$ cat src/logic/cache_biu_pkg.sv
package cache_biu_pkg;

  ////////////////////////////////////////
  // widths
  ////////////////////////////////////////

  // bus word width, also the address width
  parameter int XLEN = 32;

  ////////////////////////////////////////
  // basic types
  ////////////////////////////////////////

  typedef logic [XLEN-1:0] word_t; // one bus data word
  typedef logic [XLEN-1:0] adr_t;  // byte address

  ////////////////////////////////////////
  // way commands
  ////////////////////////////////////////

  // issued by the sequencer and held until biucmd_ack
  typedef enum logic [1:0]
  {
    BIUCMD_NOP,      // nothing to do
    BIUCMD_READWAY,  // line fill from memory
    BIUCMD_WRITEWAY  // write-back of an evicted line
  } biucmd_e;

  ////////////////////////////////////////
  // burst types
  ////////////////////////////////////////

  // wrap types stay inside the line, critical word first
  // incr types walk upward from the start address
  typedef enum logic [2:0]
  {
    SINGLE, // one word
    INCR,   // open length, handled as one word here
    WRAP4,  // 4 words, wrapping
    INCR4,  // 4 words, ascending
    WRAP8,  // 8 words, wrapping
    INCR8   // 8 words, ascending
  } biu_type_e;

  // the line itself is BURST_LEN words, so its width
  // is a module parameter matter and not set here

  // a fill uses the WRAP type matching BURST_LEN,
  // an eviction the INCR type of the same length

  // 4-word lines: WRAP4 / INCR4
  // 8-word lines: WRAP8 / INCR8

  // SINGLE and INCR are kept for completeness of
  // the encoding, the controller never issues them

endpackage

$ cat src/logic/cache_mem_seq.sv
module cache_mem_seq #(
  parameter int BURST_LEN = 4
)
(
  input  logic                              clk_i,
  input  logic                              rst_ni,

  input  logic                              fill_req_i,   // line fill wanted
  input  logic                              evict_req_i,  // write-back wanted
  input  cache_biu_pkg::adr_t               line_adr_i,   // requested word address
  input  logic [BURST_LEN*cache_biu_pkg::XLEN-1:0] evict_line_i,

  output cache_biu_pkg::biucmd_e            biucmd_o,     // held until ack
  input  logic                              biucmd_ack_i,
  output cache_biu_pkg::adr_t               adr_o,
  output logic [BURST_LEN*cache_biu_pkg::XLEN-1:0] evict_line_o,
  input  logic [BURST_LEN*cache_biu_pkg::XLEN-1:0] biu_line_i,  // merged fill line
  input  logic                              biu_err_i,

  output logic [BURST_LEN*cache_biu_pkg::XLEN-1:0] line_o,  // valid with done_o
  output logic                              done_o,
  output logic                              err_o
);

  localparam int LINE_W = BURST_LEN * cache_biu_pkg::XLEN;

  ////////////////////////////////////////
  // state
  ////////////////////////////////////////

  typedef enum logic [1:0] {IDLE, FILL, EVICT, DONE} seq_state_e;

  seq_state_e          state;
  logic                err_q;      // sticky over one operation
  cache_biu_pkg::adr_t adr_q;
  logic [LINE_W-1:0]   evict_q;
  logic [LINE_W-1:0]   line_q;

  always_ff @(posedge clk_i or negedge rst_ni)
    if (!rst_ni)
    begin
      state <= IDLE;
      err_q <= 1'b0;
    end
    else
    begin
      unique case (state)
        IDLE:
          if (evict_req_i) // eviction wins a tie
          begin
            state <= EVICT;
            err_q <= 1'b0;
          end
          else if (fill_req_i)
          begin
            state <= FILL;
            err_q <= 1'b0;
          end
        FILL, EVICT:
        begin
          err_q <= err_q | biu_err_i; // collect any bus error
          if (biucmd_ack_i) state <= DONE;
        end
        DONE:    state <= IDLE; // one-cycle done
        default: state <= IDLE;
      endcase
    end

  // request payload, latched once in idle
  always_ff @(posedge clk_i)
  begin
    if (state == IDLE && (fill_req_i || evict_req_i))
    begin
      adr_q   <= line_adr_i;
      evict_q <= evict_line_i;
    end
    if (state == FILL && biucmd_ack_i) line_q <= biu_line_i; // merged line incl. last word
  end

  ////////////////////////////////////////
  // outputs
  ////////////////////////////////////////

  always_comb
    unique case (state)
      FILL:    biucmd_o = cache_biu_pkg::BIUCMD_READWAY;
      EVICT:   biucmd_o = cache_biu_pkg::BIUCMD_WRITEWAY;
      default: biucmd_o = cache_biu_pkg::BIUCMD_NOP;
    endcase

  assign adr_o        = adr_q;
  assign evict_line_o = evict_q;
  assign line_o       = line_q;
  assign done_o       = (state == DONE);
  assign err_o        = (state == DONE) & err_q; // only meaningful with done

endmodule

$ cat src/logic/cache_biu_ctrl.sv
module cache_biu_ctrl #(
  parameter int BURST_LEN = 4
)
(
  input  logic                              clk_i,
  input  logic                              rst_ni,

  // sequencer side
  input  cache_biu_pkg::biucmd_e            biucmd_i,
  output logic                              biucmd_ack_o,   // last word or error
  input  cache_biu_pkg::adr_t               adr_i,
  input  logic [BURST_LEN*cache_biu_pkg::XLEN-1:0] evict_line_i,
  input  logic                              req_i,          // fill in progress
  output logic                              in_biubuffer_o,
  output logic [BURST_LEN*cache_biu_pkg::XLEN-1:0] biu_line_o,

  // bridge side
  output logic                              biu_stb_o,      // burst request
  input  logic                              biu_stb_ack_i,  // request taken
  input  logic                              biu_d_ack_i,    // next write word please
  output cache_biu_pkg::adr_t               biu_adri_o,     // burst start address
  input  cache_biu_pkg::adr_t               biu_adro_i,     // address of current word
  output logic                              biu_we_o,
  output cache_biu_pkg::word_t              biu_d_o,
  input  cache_biu_pkg::word_t              biu_q_i,
  output cache_biu_pkg::biu_type_e          biu_type_o,
  input  logic                              biu_ack_i,
  input  logic                              biu_err_i
);

  ////////////////////////////////////////
  // constants
  ////////////////////////////////////////

  localparam int WORD_BYTES = cache_biu_pkg::XLEN / 8;
  localparam int BYTE_BITS  = $clog2(WORD_BYTES);     // byte offset in a word
  localparam int OFFS_BITS  = $clog2(BURST_LEN);      // word offset in a line
  localparam int LINE_BITS  = BYTE_BITS + OFFS_BITS;  // byte offset in a line
  localparam int LINE_W     = BURST_LEN * cache_biu_pkg::XLEN;

  localparam cache_biu_pkg::biu_type_e FILL_TYPE =
    (BURST_LEN == 8) ? cache_biu_pkg::WRAP8 : cache_biu_pkg::WRAP4;
  localparam cache_biu_pkg::biu_type_e EVICT_TYPE =
    (BURST_LEN == 8) ? cache_biu_pkg::INCR8 : cache_biu_pkg::INCR4;

  ////////////////////////////////////////
  // variables
  ////////////////////////////////////////

  typedef enum logic [1:0] {IDLE, WAIT4BIU, BURST} biu_state_e;

  biu_state_e                state;
  logic [OFFS_BITS-1:0]      burst_cnt;   // words left minus one
  logic [LINE_W-1:0]         biubuffer;   // line shift buffer
  logic [BURST_LEN-1:0]      biubuffer_valid;
  logic [OFFS_BITS-1:0]      dat_offset;  // word asked for by the cache
  logic [OFFS_BITS-1:0]      ret_offset;  // word coming back now
  logic                      line_hit;

  cache_biu_pkg::adr_t       biu_adri_hold;
  logic                      biu_we_hold;
  cache_biu_pkg::word_t      biu_d_hold;
  cache_biu_pkg::biu_type_e  biu_type_hold;

  ////////////////////////////////////////
  // way transfer FSM
  ////////////////////////////////////////

  always_ff @(posedge clk_i or negedge rst_ni)
    if (!rst_ni)
    begin
      state           <= IDLE;
      burst_cnt       <= '0;
      biubuffer_valid <= '0;
    end
    else
    begin
      unique case (state)
        IDLE:
        begin
          burst_cnt       <= OFFS_BITS'(BURST_LEN - 1);
          biubuffer_valid <= '0; // fresh fill
          if (biucmd_i != cache_biu_pkg::BIUCMD_NOP)
            state <= biu_stb_ack_i ? BURST : WAIT4BIU; // bridge busy, stretch strobe
        end
        WAIT4BIU:
          if (biu_stb_ack_i) state <= BURST;
        BURST:
        begin
          if (biu_ack_i)
          begin
            burst_cnt <= burst_cnt - 1'b1;
            if (!biu_we_hold) biubuffer_valid[ret_offset] <= 1'b1;
          end
          if (biu_err_i || (burst_cnt == '0 && biu_ack_i)) state <= IDLE; // done or aborted
        end
        default: state <= IDLE;
      endcase
    end

  // line data: load on evict, merge on fill, shift on write-back
  always_ff @(posedge clk_i)
    unique case (state)
      IDLE:
        if (biucmd_i == cache_biu_pkg::BIUCMD_WRITEWAY)
          biubuffer <= evict_line_i >> cache_biu_pkg::XLEN; // word 0 goes out with the strobe
      BURST:
        if (!biu_we_hold)
        begin
          if (biu_ack_i) biubuffer[ret_offset*cache_biu_pkg::XLEN +: cache_biu_pkg::XLEN] <= biu_q_i;
        end
        else if (biu_d_ack_i)
          biubuffer <= biubuffer >> cache_biu_pkg::XLEN; // next word to bridge
      default: ;
    endcase

  // request fields, kept while the strobe waits
  always_ff @(posedge clk_i)
    if (state == IDLE)
    begin
      biu_adri_hold <= biu_adri_o;
      biu_we_hold   <= biu_we_o;
      biu_d_hold    <= biu_d_o;
      biu_type_hold <= biu_type_o;
    end

  ////////////////////////////////////////
  // in-buffer check and line merge
  ////////////////////////////////////////

  assign dat_offset = adr_i[BYTE_BITS +: OFFS_BITS];
  assign ret_offset = biu_adro_i[BYTE_BITS +: OFFS_BITS];
  assign line_hit   = (biu_adri_hold[cache_biu_pkg::XLEN-1:LINE_BITS] ==
                       adr_i[cache_biu_pkg::XLEN-1:LINE_BITS]);

  assign in_biubuffer_o = req_i & line_hit & biubuffer_valid[dat_offset];

  // buffer plus the word arriving this cycle
  always_comb
  begin
    biu_line_o = biubuffer;
    if (biu_ack_i && !biu_we_hold)
      biu_line_o[ret_offset*cache_biu_pkg::XLEN +: cache_biu_pkg::XLEN] = biu_q_i;
  end

  assign biucmd_ack_o = (state == BURST) & ((burst_cnt == '0 & biu_ack_i) | biu_err_i);

  ////////////////////////////////////////
  // request to bridge, combinational
  ////////////////////////////////////////

  always_comb
  begin
    biu_stb_o  = 1'b0;
    biu_adri_o = biu_adri_hold;
    biu_we_o   = biu_we_hold;
    biu_d_o    = biu_d_hold;
    biu_type_o = biu_type_hold;
    unique case (state)
      IDLE:
        unique case (biucmd_i)
          cache_biu_pkg::BIUCMD_READWAY:
          begin
            biu_stb_o  = 1'b1;
            biu_adri_o = {adr_i[cache_biu_pkg::XLEN-1:BYTE_BITS], {BYTE_BITS{1'b0}}}; // critical word
            biu_we_o   = 1'b0;
            biu_d_o    = '0;
            biu_type_o = FILL_TYPE;
          end
          cache_biu_pkg::BIUCMD_WRITEWAY:
          begin
            biu_stb_o  = 1'b1;
            biu_adri_o = {adr_i[cache_biu_pkg::XLEN-1:LINE_BITS], {LINE_BITS{1'b0}}}; // line base
            biu_we_o   = 1'b1;
            biu_d_o    = evict_line_i[cache_biu_pkg::XLEN-1:0];
            biu_type_o = EVICT_TYPE;
          end
          default: ; // nop, no request
        endcase
      WAIT4BIU: biu_stb_o = 1'b1;                  // stretch, fields from hold
      BURST:    biu_d_o   = biubuffer[cache_biu_pkg::XLEN-1:0];
      default:  ;
    endcase
  end

endmodule

$ cat src/logic/biu_burst_bridge.sv
module biu_burst_bridge #(
  parameter int BURST_LEN = 4
)
(
  input  logic                      clk_i,
  input  logic                      rst_ni,

  // burst side
  input  logic                      biu_stb_i,
  output logic                      biu_stb_ack_o,  // high while idle
  input  cache_biu_pkg::adr_t       biu_adri_i,
  input  logic                      biu_we_i,
  input  cache_biu_pkg::word_t      biu_d_i,
  input  cache_biu_pkg::biu_type_e  biu_type_i,
  output logic                      biu_d_ack_o,    // pulls next write word
  output cache_biu_pkg::adr_t       biu_adro_o,
  output cache_biu_pkg::word_t      biu_q_o,
  output logic                      biu_ack_o,
  output logic                      biu_err_o,

  // memory side, one word at a time
  output logic                      mem_req_o,
  output cache_biu_pkg::adr_t       mem_adr_o,
  output logic                      mem_we_o,
  output cache_biu_pkg::word_t      mem_d_o,
  input  cache_biu_pkg::word_t      mem_q_i,
  input  logic                      mem_ack_i,
  input  logic                      mem_err_i
);

  localparam int WORD_BYTES = cache_biu_pkg::XLEN / 8;
  localparam int BYTE_BITS  = $clog2(WORD_BYTES);
  localparam int OFFS_BITS  = $clog2(BURST_LEN); // bursts never exceed a line

  typedef enum logic {IDLE, XFER} brg_state_e;

  brg_state_e           state;
  logic [OFFS_BITS-1:0] cnt;      // words left minus one
  logic [2:0]           len_m1;   // burst length from type, minus one
  logic                 is_wrap;
  logic                 wrap_q;
  logic                 we_q;
  cache_biu_pkg::adr_t  adr_q;
  cache_biu_pkg::adr_t  adr_nxt;
  cache_biu_pkg::word_t d_q;

  // decode burst type
  always_comb
    unique case (biu_type_i)
      cache_biu_pkg::WRAP4, cache_biu_pkg::INCR4: len_m1 = 3'd3;
      cache_biu_pkg::WRAP8, cache_biu_pkg::INCR8: len_m1 = 3'd7;
      default:                                    len_m1 = 3'd0; // single / open incr
    endcase

  assign is_wrap = (biu_type_i == cache_biu_pkg::WRAP4) || (biu_type_i == cache_biu_pkg::WRAP8);

  // next word address, wrap keeps the line bits
  always_comb
  begin
    adr_nxt = adr_q + cache_biu_pkg::adr_t'(WORD_BYTES);
    if (wrap_q)
    begin
      adr_nxt = adr_q;
      adr_nxt[BYTE_BITS +: OFFS_BITS] = adr_q[BYTE_BITS +: OFFS_BITS] + 1'b1;
    end
  end

  always_ff @(posedge clk_i or negedge rst_ni)
    if (!rst_ni)
    begin
      state <= IDLE;
      cnt   <= '0;
    end
    else
    begin
      unique case (state)
        IDLE:
          if (biu_stb_i)
          begin
            state <= XFER;
            cnt   <= OFFS_BITS'(len_m1);
          end
        XFER:
          if (mem_err_i) state <= IDLE;       // drop rest of burst
          else if (mem_ack_i)
          begin
            if (cnt == '0) state <= IDLE;
            cnt <= cnt - 1'b1;
          end
        default: state <= IDLE;
      endcase
    end

  // burst payload
  always_ff @(posedge clk_i)
    if (state == IDLE && biu_stb_i)
    begin
      adr_q  <= biu_adri_i;
      we_q   <= biu_we_i;
      d_q    <= biu_d_i;     // first write word comes with strobe
      wrap_q <= is_wrap;
    end
    else if (state == XFER && mem_ack_i)
    begin
      adr_q <= adr_nxt;
      if (biu_d_ack_o) d_q <= biu_d_i;
    end

  assign biu_stb_ack_o = (state == IDLE);
  assign biu_ack_o     = (state == XFER) & mem_ack_i;
  assign biu_err_o     = (state == XFER) & mem_err_i;
  assign biu_d_ack_o   = (state == XFER) & mem_ack_i & we_q & (cnt != '0);
  assign biu_adro_o    = adr_q;
  assign biu_q_o       = mem_q_i; // valid with biu_ack_o

  assign mem_req_o = (state == XFER);
  assign mem_adr_o = adr_q;
  assign mem_we_o  = we_q;
  assign mem_d_o   = d_q;

endmodule

$ cat src/logic/cache_biu_top.sv
module cache_biu_top #(
  parameter int BURST_LEN = 4
)
(
  input  logic                              clk_i,
  input  logic                              rst_ni,
  input  logic                              fill_req_i,
  input  logic                              evict_req_i,
  input  cache_biu_pkg::adr_t               line_adr_i,
  input  logic [BURST_LEN*cache_biu_pkg::XLEN-1:0] evict_line_i,
  output logic [BURST_LEN*cache_biu_pkg::XLEN-1:0] line_o,
  output logic                              done_o,
  output logic                              err_o,
  output logic                              in_biubuffer_o,
  output logic                              mem_req_o,
  output cache_biu_pkg::adr_t               mem_adr_o,
  output logic                              mem_we_o,
  output cache_biu_pkg::word_t              mem_d_o,
  input  cache_biu_pkg::word_t              mem_q_i,
  input  logic                              mem_ack_i,
  input  logic                              mem_err_i
);

  localparam int LINE_W = BURST_LEN * cache_biu_pkg::XLEN;

  cache_biu_pkg::biucmd_e   biucmd;
  cache_biu_pkg::adr_t      seq_adr;
  logic [LINE_W-1:0]        evict_line;
  logic [LINE_W-1:0]        biu_line;
  logic                     biucmd_ack;
  logic                     fill_active;  // qualifies the in-buffer check
  logic                     biu_stb, biu_stb_ack, biu_we, biu_d_ack, biu_ack, biu_err;
  cache_biu_pkg::adr_t      biu_adri, biu_adro;
  cache_biu_pkg::word_t     biu_d, biu_q;
  cache_biu_pkg::biu_type_e biu_type;

  assign fill_active = (biucmd == cache_biu_pkg::BIUCMD_READWAY);

  cache_mem_seq #(.BURST_LEN(BURST_LEN)) u_seq (
    .clk_i, .rst_ni, .fill_req_i, .evict_req_i, .line_adr_i, .evict_line_i,
    .biucmd_o(biucmd), .biucmd_ack_i(biucmd_ack), .adr_o(seq_adr),
    .evict_line_o(evict_line), .biu_line_i(biu_line), .biu_err_i(biu_err),
    .line_o, .done_o, .err_o);

  cache_biu_ctrl #(.BURST_LEN(BURST_LEN)) u_ctrl (
    .clk_i, .rst_ni, .biucmd_i(biucmd), .biucmd_ack_o(biucmd_ack), .adr_i(seq_adr),
    .evict_line_i(evict_line), .req_i(fill_active), .in_biubuffer_o, .biu_line_o(biu_line),
    .biu_stb_o(biu_stb), .biu_stb_ack_i(biu_stb_ack), .biu_d_ack_i(biu_d_ack),
    .biu_adri_o(biu_adri), .biu_adro_i(biu_adro), .biu_we_o(biu_we), .biu_d_o(biu_d),
    .biu_q_i(biu_q), .biu_type_o(biu_type), .biu_ack_i(biu_ack), .biu_err_i(biu_err));

  biu_burst_bridge #(.BURST_LEN(BURST_LEN)) u_bridge (
    .clk_i, .rst_ni, .biu_stb_i(biu_stb), .biu_stb_ack_o(biu_stb_ack),
    .biu_adri_i(biu_adri), .biu_we_i(biu_we), .biu_d_i(biu_d), .biu_type_i(biu_type),
    .biu_d_ack_o(biu_d_ack), .biu_adro_o(biu_adro), .biu_q_o(biu_q), .biu_ack_o(biu_ack),
    .biu_err_o(biu_err), .mem_req_o, .mem_adr_o, .mem_we_o, .mem_d_o, .mem_q_i,
    .mem_ack_i, .mem_err_i);

endmodule

$ cat config.mk
export PLATFORM = sky130hd
export DESIGN_NAME = cache_biu_top
export DESIGN_NICKNAME = d
export VERILOG_FILES = /design/src/logic/cache_biu_pkg.sv /design/src/logic/cache_mem_seq.sv /design/src/logic/cache_biu_ctrl.sv /design/src/logic/biu_burst_bridge.sv /design/src/logic/cache_biu_top.sv
export SDC_FILE = /design/constraint.sdc
export NUM_CORES = 1
export LEC_CHECK = 0
export BUFFER_PORTS_ARGS = -buffer_cell sky130_fd_sc_hd__buf_2
export CAP_MARGIN = 20
export CORE_ASPECT_RATIO = 0.7
export CORE_MARGIN = 2
export CORE_UTILIZATION = 45
export CTS_CLUSTER_DIAMETER = 120
export DETAILED_ROUTE_END_ITERATION = 10
export GPL_TIMING_DRIVEN = 0
export MAX_ROUTING_LAYER = met4
export PLACE_DENSITY = 0.69
export SETUP_SLACK_MARGIN = 0.5
export SYNTH_ARGS = -nofsm -noshare
export SYNTH_HDL_FRONTEND = slang
export SYNTH_SLANG_ARGS = --single-unit
$ cat constraint.sdc
create_clock -name clk_i -period 11.5 [get_ports clk_i]
set_input_delay 2.3 -clock clk_i [delete_from_list [all_inputs] [get_ports clk_i]]
set_output_delay 2.3 -clock clk_i [all_outputs]
set_load 0.02 [all_outputs]
# [Yosys cells after proc, flatten, opt, wreduce, memory -nomap -nowiden]
# Cells that the tools add are included.
[totals] latchBits=0 reg_bits=564 wordCells=158 ram_bits=0 rom_bits=0 mem_count=0
[classes] mul=0 reduce_logical=34 n_eq_ne=26 shift=2 muxes=55 n_lt_le_gt_ge=3 addsub=5 n_div=0 n_bitwise=13
[ops] operator="two-way mux 128 bit" count=5
[ops] operator="one-hot mux 128 bit (2 select lines)" count=1
[ops] operator="two-way mux 32 bit" count=7
[ops] operator="one-hot mux 32 bit (2 select lines)" count=3
[ops] operator="bitwise mux 128 bit" count=1
[ops] operator="variable shift 32 x 34 -> 128 bit (first input constant)" count=1
[ops] operator="indexed part select 32 x 34 -> 128 bit" count=1
[ops] operator="negation 7 -> 34 bit" count=1
[ops] operator="adder 32 x 3 -> 32 bit (second input constant)" count=1
[ops] operator="equality test 28 bit" count=1
[ops] operator="two-way mux 2 bit" count=11
[ops] operator="one-hot mux 2 bit (2 select lines)" count=4
[ops] operator="inequality test 2 x 1 -> 1 bit (second input constant)" count=6
[ops] operator="one-hot mux 2 bit (3 select lines)" count=2
[ops] operator="nonzero test 2 bit" count=6
[ops] operator="two-way mux 1 bit" count=10
[ops] operator="inequality test 2 bit (second input constant)" count=5
[ops] operator="AND reduction 2 bit" count=5
[ops] operator="bitwise AND 1 bit" count=9
[ops] operator="AND reduction 3 bit" count=3
[ops] operator="equality test 2 bit (second input constant)" count=4
[ops] operator="logical NOT 2 bit" count=4
[ops] operator="two-way mux 4 bit" count=2
[ops] operator="one-hot mux 1 bit (2 select lines)" count=4
[ops] operator="other kinds (22)" count=41

# [Longest topological paths before layout]
[depth] ltp_word=10 mapped_depth=9 ltp_nobuf=7

# [Cells and area by module]
# Synthesis repeated with hierarchy kept, for this count alone.
[unflattened] hier_cells=1966 area_unflattened_um2=24986.5
[modules_own_cells] module="cache_biu_ctrl" area_each_um2=12331.8 instances=1 cells_each=1316
[modules_own_cells] module="cache_mem_seq" area_each_um2=8924.8 instances=1 cells_each=316
[modules_own_cells] module="biu_burst_bridge" area_each_um2=3716.1 instances=1 cells_each=333
[modules_own_cells] module="cache_biu_top" area_each_um2=13.8 instances=1 cells_each=1

# [Worst setup path before layout]
# Ideal clock, no wire load.
[synth_path] path_kind="input -> register" from="in mem_ack_i" to="reg u_ctrl.biubuffer[0], enable pin" t_arrival_ps=7982 n_path_buf=0 slack_ps=2901 stages=4 cell_sequence="nand2_1 -> a21oi_1 -> mux2i_1 -> nor2_1"
[synth_between] elab_chain_cells=5
[synth_rtl] element="start: declaration" line_no="cache_biu_top.sv:20" rtl="input logic mem_ack_i,"
[synth_rtl] element="bitwise AND 1 bit *" line_no="biu_burst_bridge.sv:110, biu_burst_bridge.sv:112"
[synth_rtl] element="bitwise AND 1 bit (2 in a row)" line_no="biu_burst_bridge.sv:112" rtl="assign biu_d_ack_o = (state == XFER) & mem_ack_i & we_q & (cnt != '0);"
[synth_rtl] element="inequality test 3 bit (no source line)"
[synth_rtl] element="AND reduction 4 bit (no source line) *"
[synth_rtl] element="end signal: assignment" line_no="cache_biu_ctrl.sv:106" rtl="biubuffer <= evict_line_i >> cache_biu_pkg::XLEN;"
[synth_rtl] element="end signal: indexed assignment" line_no="cache_biu_ctrl.sv:110" rtl="if (biu_ack_i) biubuffer[ret_offset*cache_biu_pkg::XLEN +: cache_biu_pkg::XLEN] <= biu_q_i;"
[synth_rtl] element="end signal: assignment" line_no="cache_biu_ctrl.sv:113" rtl="biubuffer <= biubuffer >> cache_biu_pkg::XLEN;"
[synth_rtl] element="end: declaration" line_no="cache_biu_ctrl.sv:54" rtl="logic [LINE_W-1:0] biubuffer;"
# Every way passes the cells marked *; elsewhere a longest branch is shown, timed or not.
# A chain may end at the register's enable or synchronous reset.

# [Worst setup path in the final report]
[layout_path] from="reg u_seq.adr_q[16], in the netlist u_seq.adr_o[16]" to="out in_biubuffer_o"
[layout_between] elab_chain_cells=3
[layout_rtl] element="start: declaration" line_no="cache_mem_seq.sv:35" rtl="cache_biu_pkg::adr_t adr_q;"
[layout_rtl] element="start signal: assignment" line_no="cache_mem_seq.sv:74" rtl="adr_q <= line_adr_i;"
[layout_rtl] element="equality test 28 bit" line_no="cache_biu_ctrl.sv:133" rtl="assign line_hit = (biu_adri_hold[cache_biu_pkg::XLEN-1:LINE_BITS] =="
[layout_rtl] element="bitwise AND 1 bit (2 in a row)" line_no="cache_biu_ctrl.sv:136" rtl="assign in_biubuffer_o = req_i & line_hit & biubuffer_valid[dat_offset];"
[layout_rtl] element="end: declaration" line_no="cache_biu_top.sv:14" rtl="output logic in_biubuffer_o,"
# Every way passes these cells.

==> summary.txt <==
Run status
  – Status: finished, final reports clean

Logic synthesis
  – Dominant cells by area after synthesis: edfxtp_1, o21ai_0, nand2_1
  – Net Count, Synth: 2228
  – Most numerous cell in the Yosys netlist: edfxtp_1
  – EDFF count, synth: 548
  – Sequential-to-total area share from yosys stat: 0.673
  – Yosys cell types: 62
  – Dominant cell type by area after synthesis: edfxtp_1
  – Async SR Flop Fraction: 0.0249
  – Yosys warnings: 0
  – Cell Area, Synth: 0.0250 sq mm
  – Top cells by count, synth: edfxtp_1, o21ai_0, nand2_1
  – Post-Synthesis Cells: 2015
  – Flops & latches, synth: 562
  – Post-synth top area share: 0.659
  – Prevailing post-synth register cell: edfxtp_1
  – Syn_area_per_cell: 12.4 sq um

Global routing
  – Total Routing Usage GR: 0.299
  – Vias in the first global route: 18300
  – Global-route wire length before repair: 122000 um
  – Gr ovfl total: 0
  – Initial antenna violation count: 8
  – Largest net degree at the start of global routing: 103

Clocking
  – CTS tree: built
  – Clock Tree Buf Depth: 3
  – Worst-skew pair later-pin latency: 0.65 ns
  – Hold buffers post-CTS: 0
  – Clock sink count: 562
  – CTS clk-pin slew, worst paths: 0.07 ns
  – CTS resizes: 0
  – Root Driver: clkbuf_16
  – CTS Buf Count: 54
  – Total number of H-tree levels: 2
  – Post-CTS setup buffer count: 0

Power and ir drop
  – Pwr dens: 313 mW/mm^2
  – NetSw: 3.76 mW
  – Worst VDD drop: 0.149 mV
  – Sw Ratio: 0.400
  – Leakage power: 11.4 nW
  – Gate power share: 0.387
  – Clk pwr share: 0.201
  – Sequential Power Share: 0.412
  – P_int: 5.64 mW

Cells and area
  – Area Growth Syn to Fin: 20.3%
  – Final Cell Area: 0.0300 sq mm
  – Multi-input logic area: 0.00744 sq mm
  – FF+latch area: 0.0168 sq mm
  – Number of fillers in the final layout: 4636
  – NumNets Final: 2687
  – Share of cells above drive strength 1: 0.225
  – Fin cells: 3269

Detailed routing
  – Iter 0 DRT Violations: 2841
  – Post-DR wirelength/cell: 26.0 um
  – Pre-antenna DRT Iters: 5
  – Vias per cell: 5.98
  – DRC viols: 0
  – DRT Wirelength: 85100 um
  – ANT nets after route: 0
  – DR vias: 19600

STA
  – Fmax: 0.204 GHz
  – Final WS setup: 6.59 ns
  – Final TNS setup: 0 ns
  – Final setup violation count: 0
  – Slew @ Worst Pin: 1.04 ns
  – Final hold slack: 0.501 ns
  – Slew margin rel.: 0.303
  – Final Hold Violating Endpoints: 0
  – Tcrit/Tclk final: 0.427
  – Max Slew Vio Count: 0
  – Clock Skew: 0.0435 ns
  – Tmin final: 4.91 ns
  – Unrepaired setup endpoints after global routing: false

Hold path
  – Min-delay worst type: flop to flop
  – Hold path depth: 2

Place
  – DP Worst Slack: 6.48 ns
  – RePlAce Congestion: 0.985
  – DP Area: 0.0282 sq mm
  – Placed Cells: 3158
  – Port Buffers: 392
  – Detailed Place HPWL: 63500 um

Floorplan
  – Die W: 286 um
  – I/O pins: 395
  – Die ar.: 0.0575 sq mm
  – Initial Utilization: 0.454
  – Row count: 72
  – Die H: 201 um
  – Core region area: 0.0550 sq mm

Setup path
  – WS Path Type: flop to output port
  – Critical Path Sink Type: output port
  – Reg2Reg Depth: 8
  – Critical Path AT: 2.61 ns
  – Critical Path Source Type: flop
  – Peak fanout along the critical path: 2
  – Req. time, crit path: 9.20 ns

Flow run
  – Max_cap viols: 0
[logic make-up after synthesis]
group | after synthesis | synth area share
fa+ha+maj | 15 | 0.00751
buf+inv | 197 | 0.0313
xor+xnor | 43 | 0.0151
compound gates | 588 | 0.143
flops | 562 | 0.673
simple gates | 561 | 0.109
mux | 49 | 0.0219
[layer usage]
metal | part of all wire | global-route usage | vias to the layer above
li1 | - | - | 8482
met1 | 0.44 | 0.458 | 9707
met2 | 0.42 | 0.403 | 1236
met3 | 0.11 | 0.0563 | 125
met4 | 0.027 | 0.0868 | 0
met5 | 0 | - | -
[layout make-up]
| cell class | count | share of cell area |
|---|---|---|
| Sequential cell | 562 | 0.559 |
| Multi-Input combinational cell | 1256 | 0.247 |
| Timing Repair Buffer | 403 | 0.0734 |
| Clock buffer | 70 | 0.0483 |
| Tap cell | 740 | 0.0308 |
| Buffer | 140 | 0.0189 |
| Clock inverter | 32 | 0.0136 |
| Inverter | 57 | 0.00737 |
| Antenna cell | 9 | 0.000750 |
[power by group through the flow]
stage               Sequential [mW]  Clock, mW  Combinational (mW)
floorplan                      3.96          0                2.11
global placement               4.03          0                3.34
detailed placement             3.88          0                3.55
CTS                            3.85       1.91                3.57
global route                   3.93       1.99                3.96
finish                         3.88       1.89                3.63
[final timing paths]
check	slack [ns]	to	startpoint
max	6.59	in_biubuffer_o	u_seq.adr_o[16]$_DFFE_PP_
min in group asynchronous	1.59	u_ctrl.biubuffer_valid[3]$_DFFE_PN0P_	rst_ni
max reg2reg	7.74	u_seq.line_o[65]$_DFFE_PP_	u_bridge.biu_adro_o[2]$_DFFE_PP_
min	0.50	u_ctrl.biubuffer[32]$_DFFE_PP_	u_seq.evict_line_o[64]$_DFFE_PP_
min reg2reg	0.50	u_ctrl.biubuffer[32]$_DFFE_PP_	u_seq.evict_line_o[64]$_DFFE_PP_
max in group asynchronous	9.66	u_ctrl.burst_cnt[1]$_DFFE_PN0P_	rst_ni
[state kept, by name, indices dropped and copies added, names as in the netlist]
register	cells
u_bridge.mem_we_o	1
u_bridge.wrap_q	1
u_ctrl.biubuffer	128
u_bridge.mem_req_o	1
u_ctrl.biubuffer_valid	4
u_seq.adr_o	30
u_bridge.cnt	2
u_ctrl.biu_type_hold	3
u_ctrl.burst_cnt	2
u_ctrl.biu_adri_hold	32
u_seq.evict_line_o	128
u_ctrl.biu_we_hold	1
u_seq.line_o	128
u_bridge.biu_adro_o	32
u_ctrl.state	2
u_bridge.mem_d_o	32
u_seq.err_q	1
u_seq.state	2
u_ctrl.biu_d_hold	32
[layout by cell type, fill, tap and decap left out, types with 5 or more instances in the layout]
cell type and n:
nor2_1 50, o21ai_0 268, nor2b_1 132, and2_1 6, buf_12 8, xnor2_1 8
inv_1 56, a22o_1 46, nand3_1 40, mux2_2 36, bufinv_16 8, clkinv_2 10
a211oi_1 66, diode_2 9, edfxtp_1 548, nand4_1 7, mux2i_1 12, buf_1 8
a221o_1 5, clkinvlp_4 5, clkinv_1 6, o211ai_1 5, a222oi_1 32, nor3_1 14
nor4_1 10, clkbuf_1 119, buf_2 415, nand2_1 264, o311a_1 5, clkbuf_16 54
nand2b_1 8, dfrtp_1 14, ha_1 15, a21oi_1 138, xor2_1 35
[critical path, cell delays in order (launching register included)]
cell      delay (ns)
edfxtp_1        0.42
xor2_1          0.18
nor4_1          0.76
nand4_1         0.18
nor3_1          0.26
buf_2           0.21
[per-stage QoR]
step	power, mW	utilization
final	9.40	0.546
after CTS	9.33	0.545
after global placement	7.37	0.506
after floorplan	6.07	-
after global routing	9.87	0.546
after detailed placement	7.43	0.512
No activity file was read; power rests on OpenSTA's default activity.
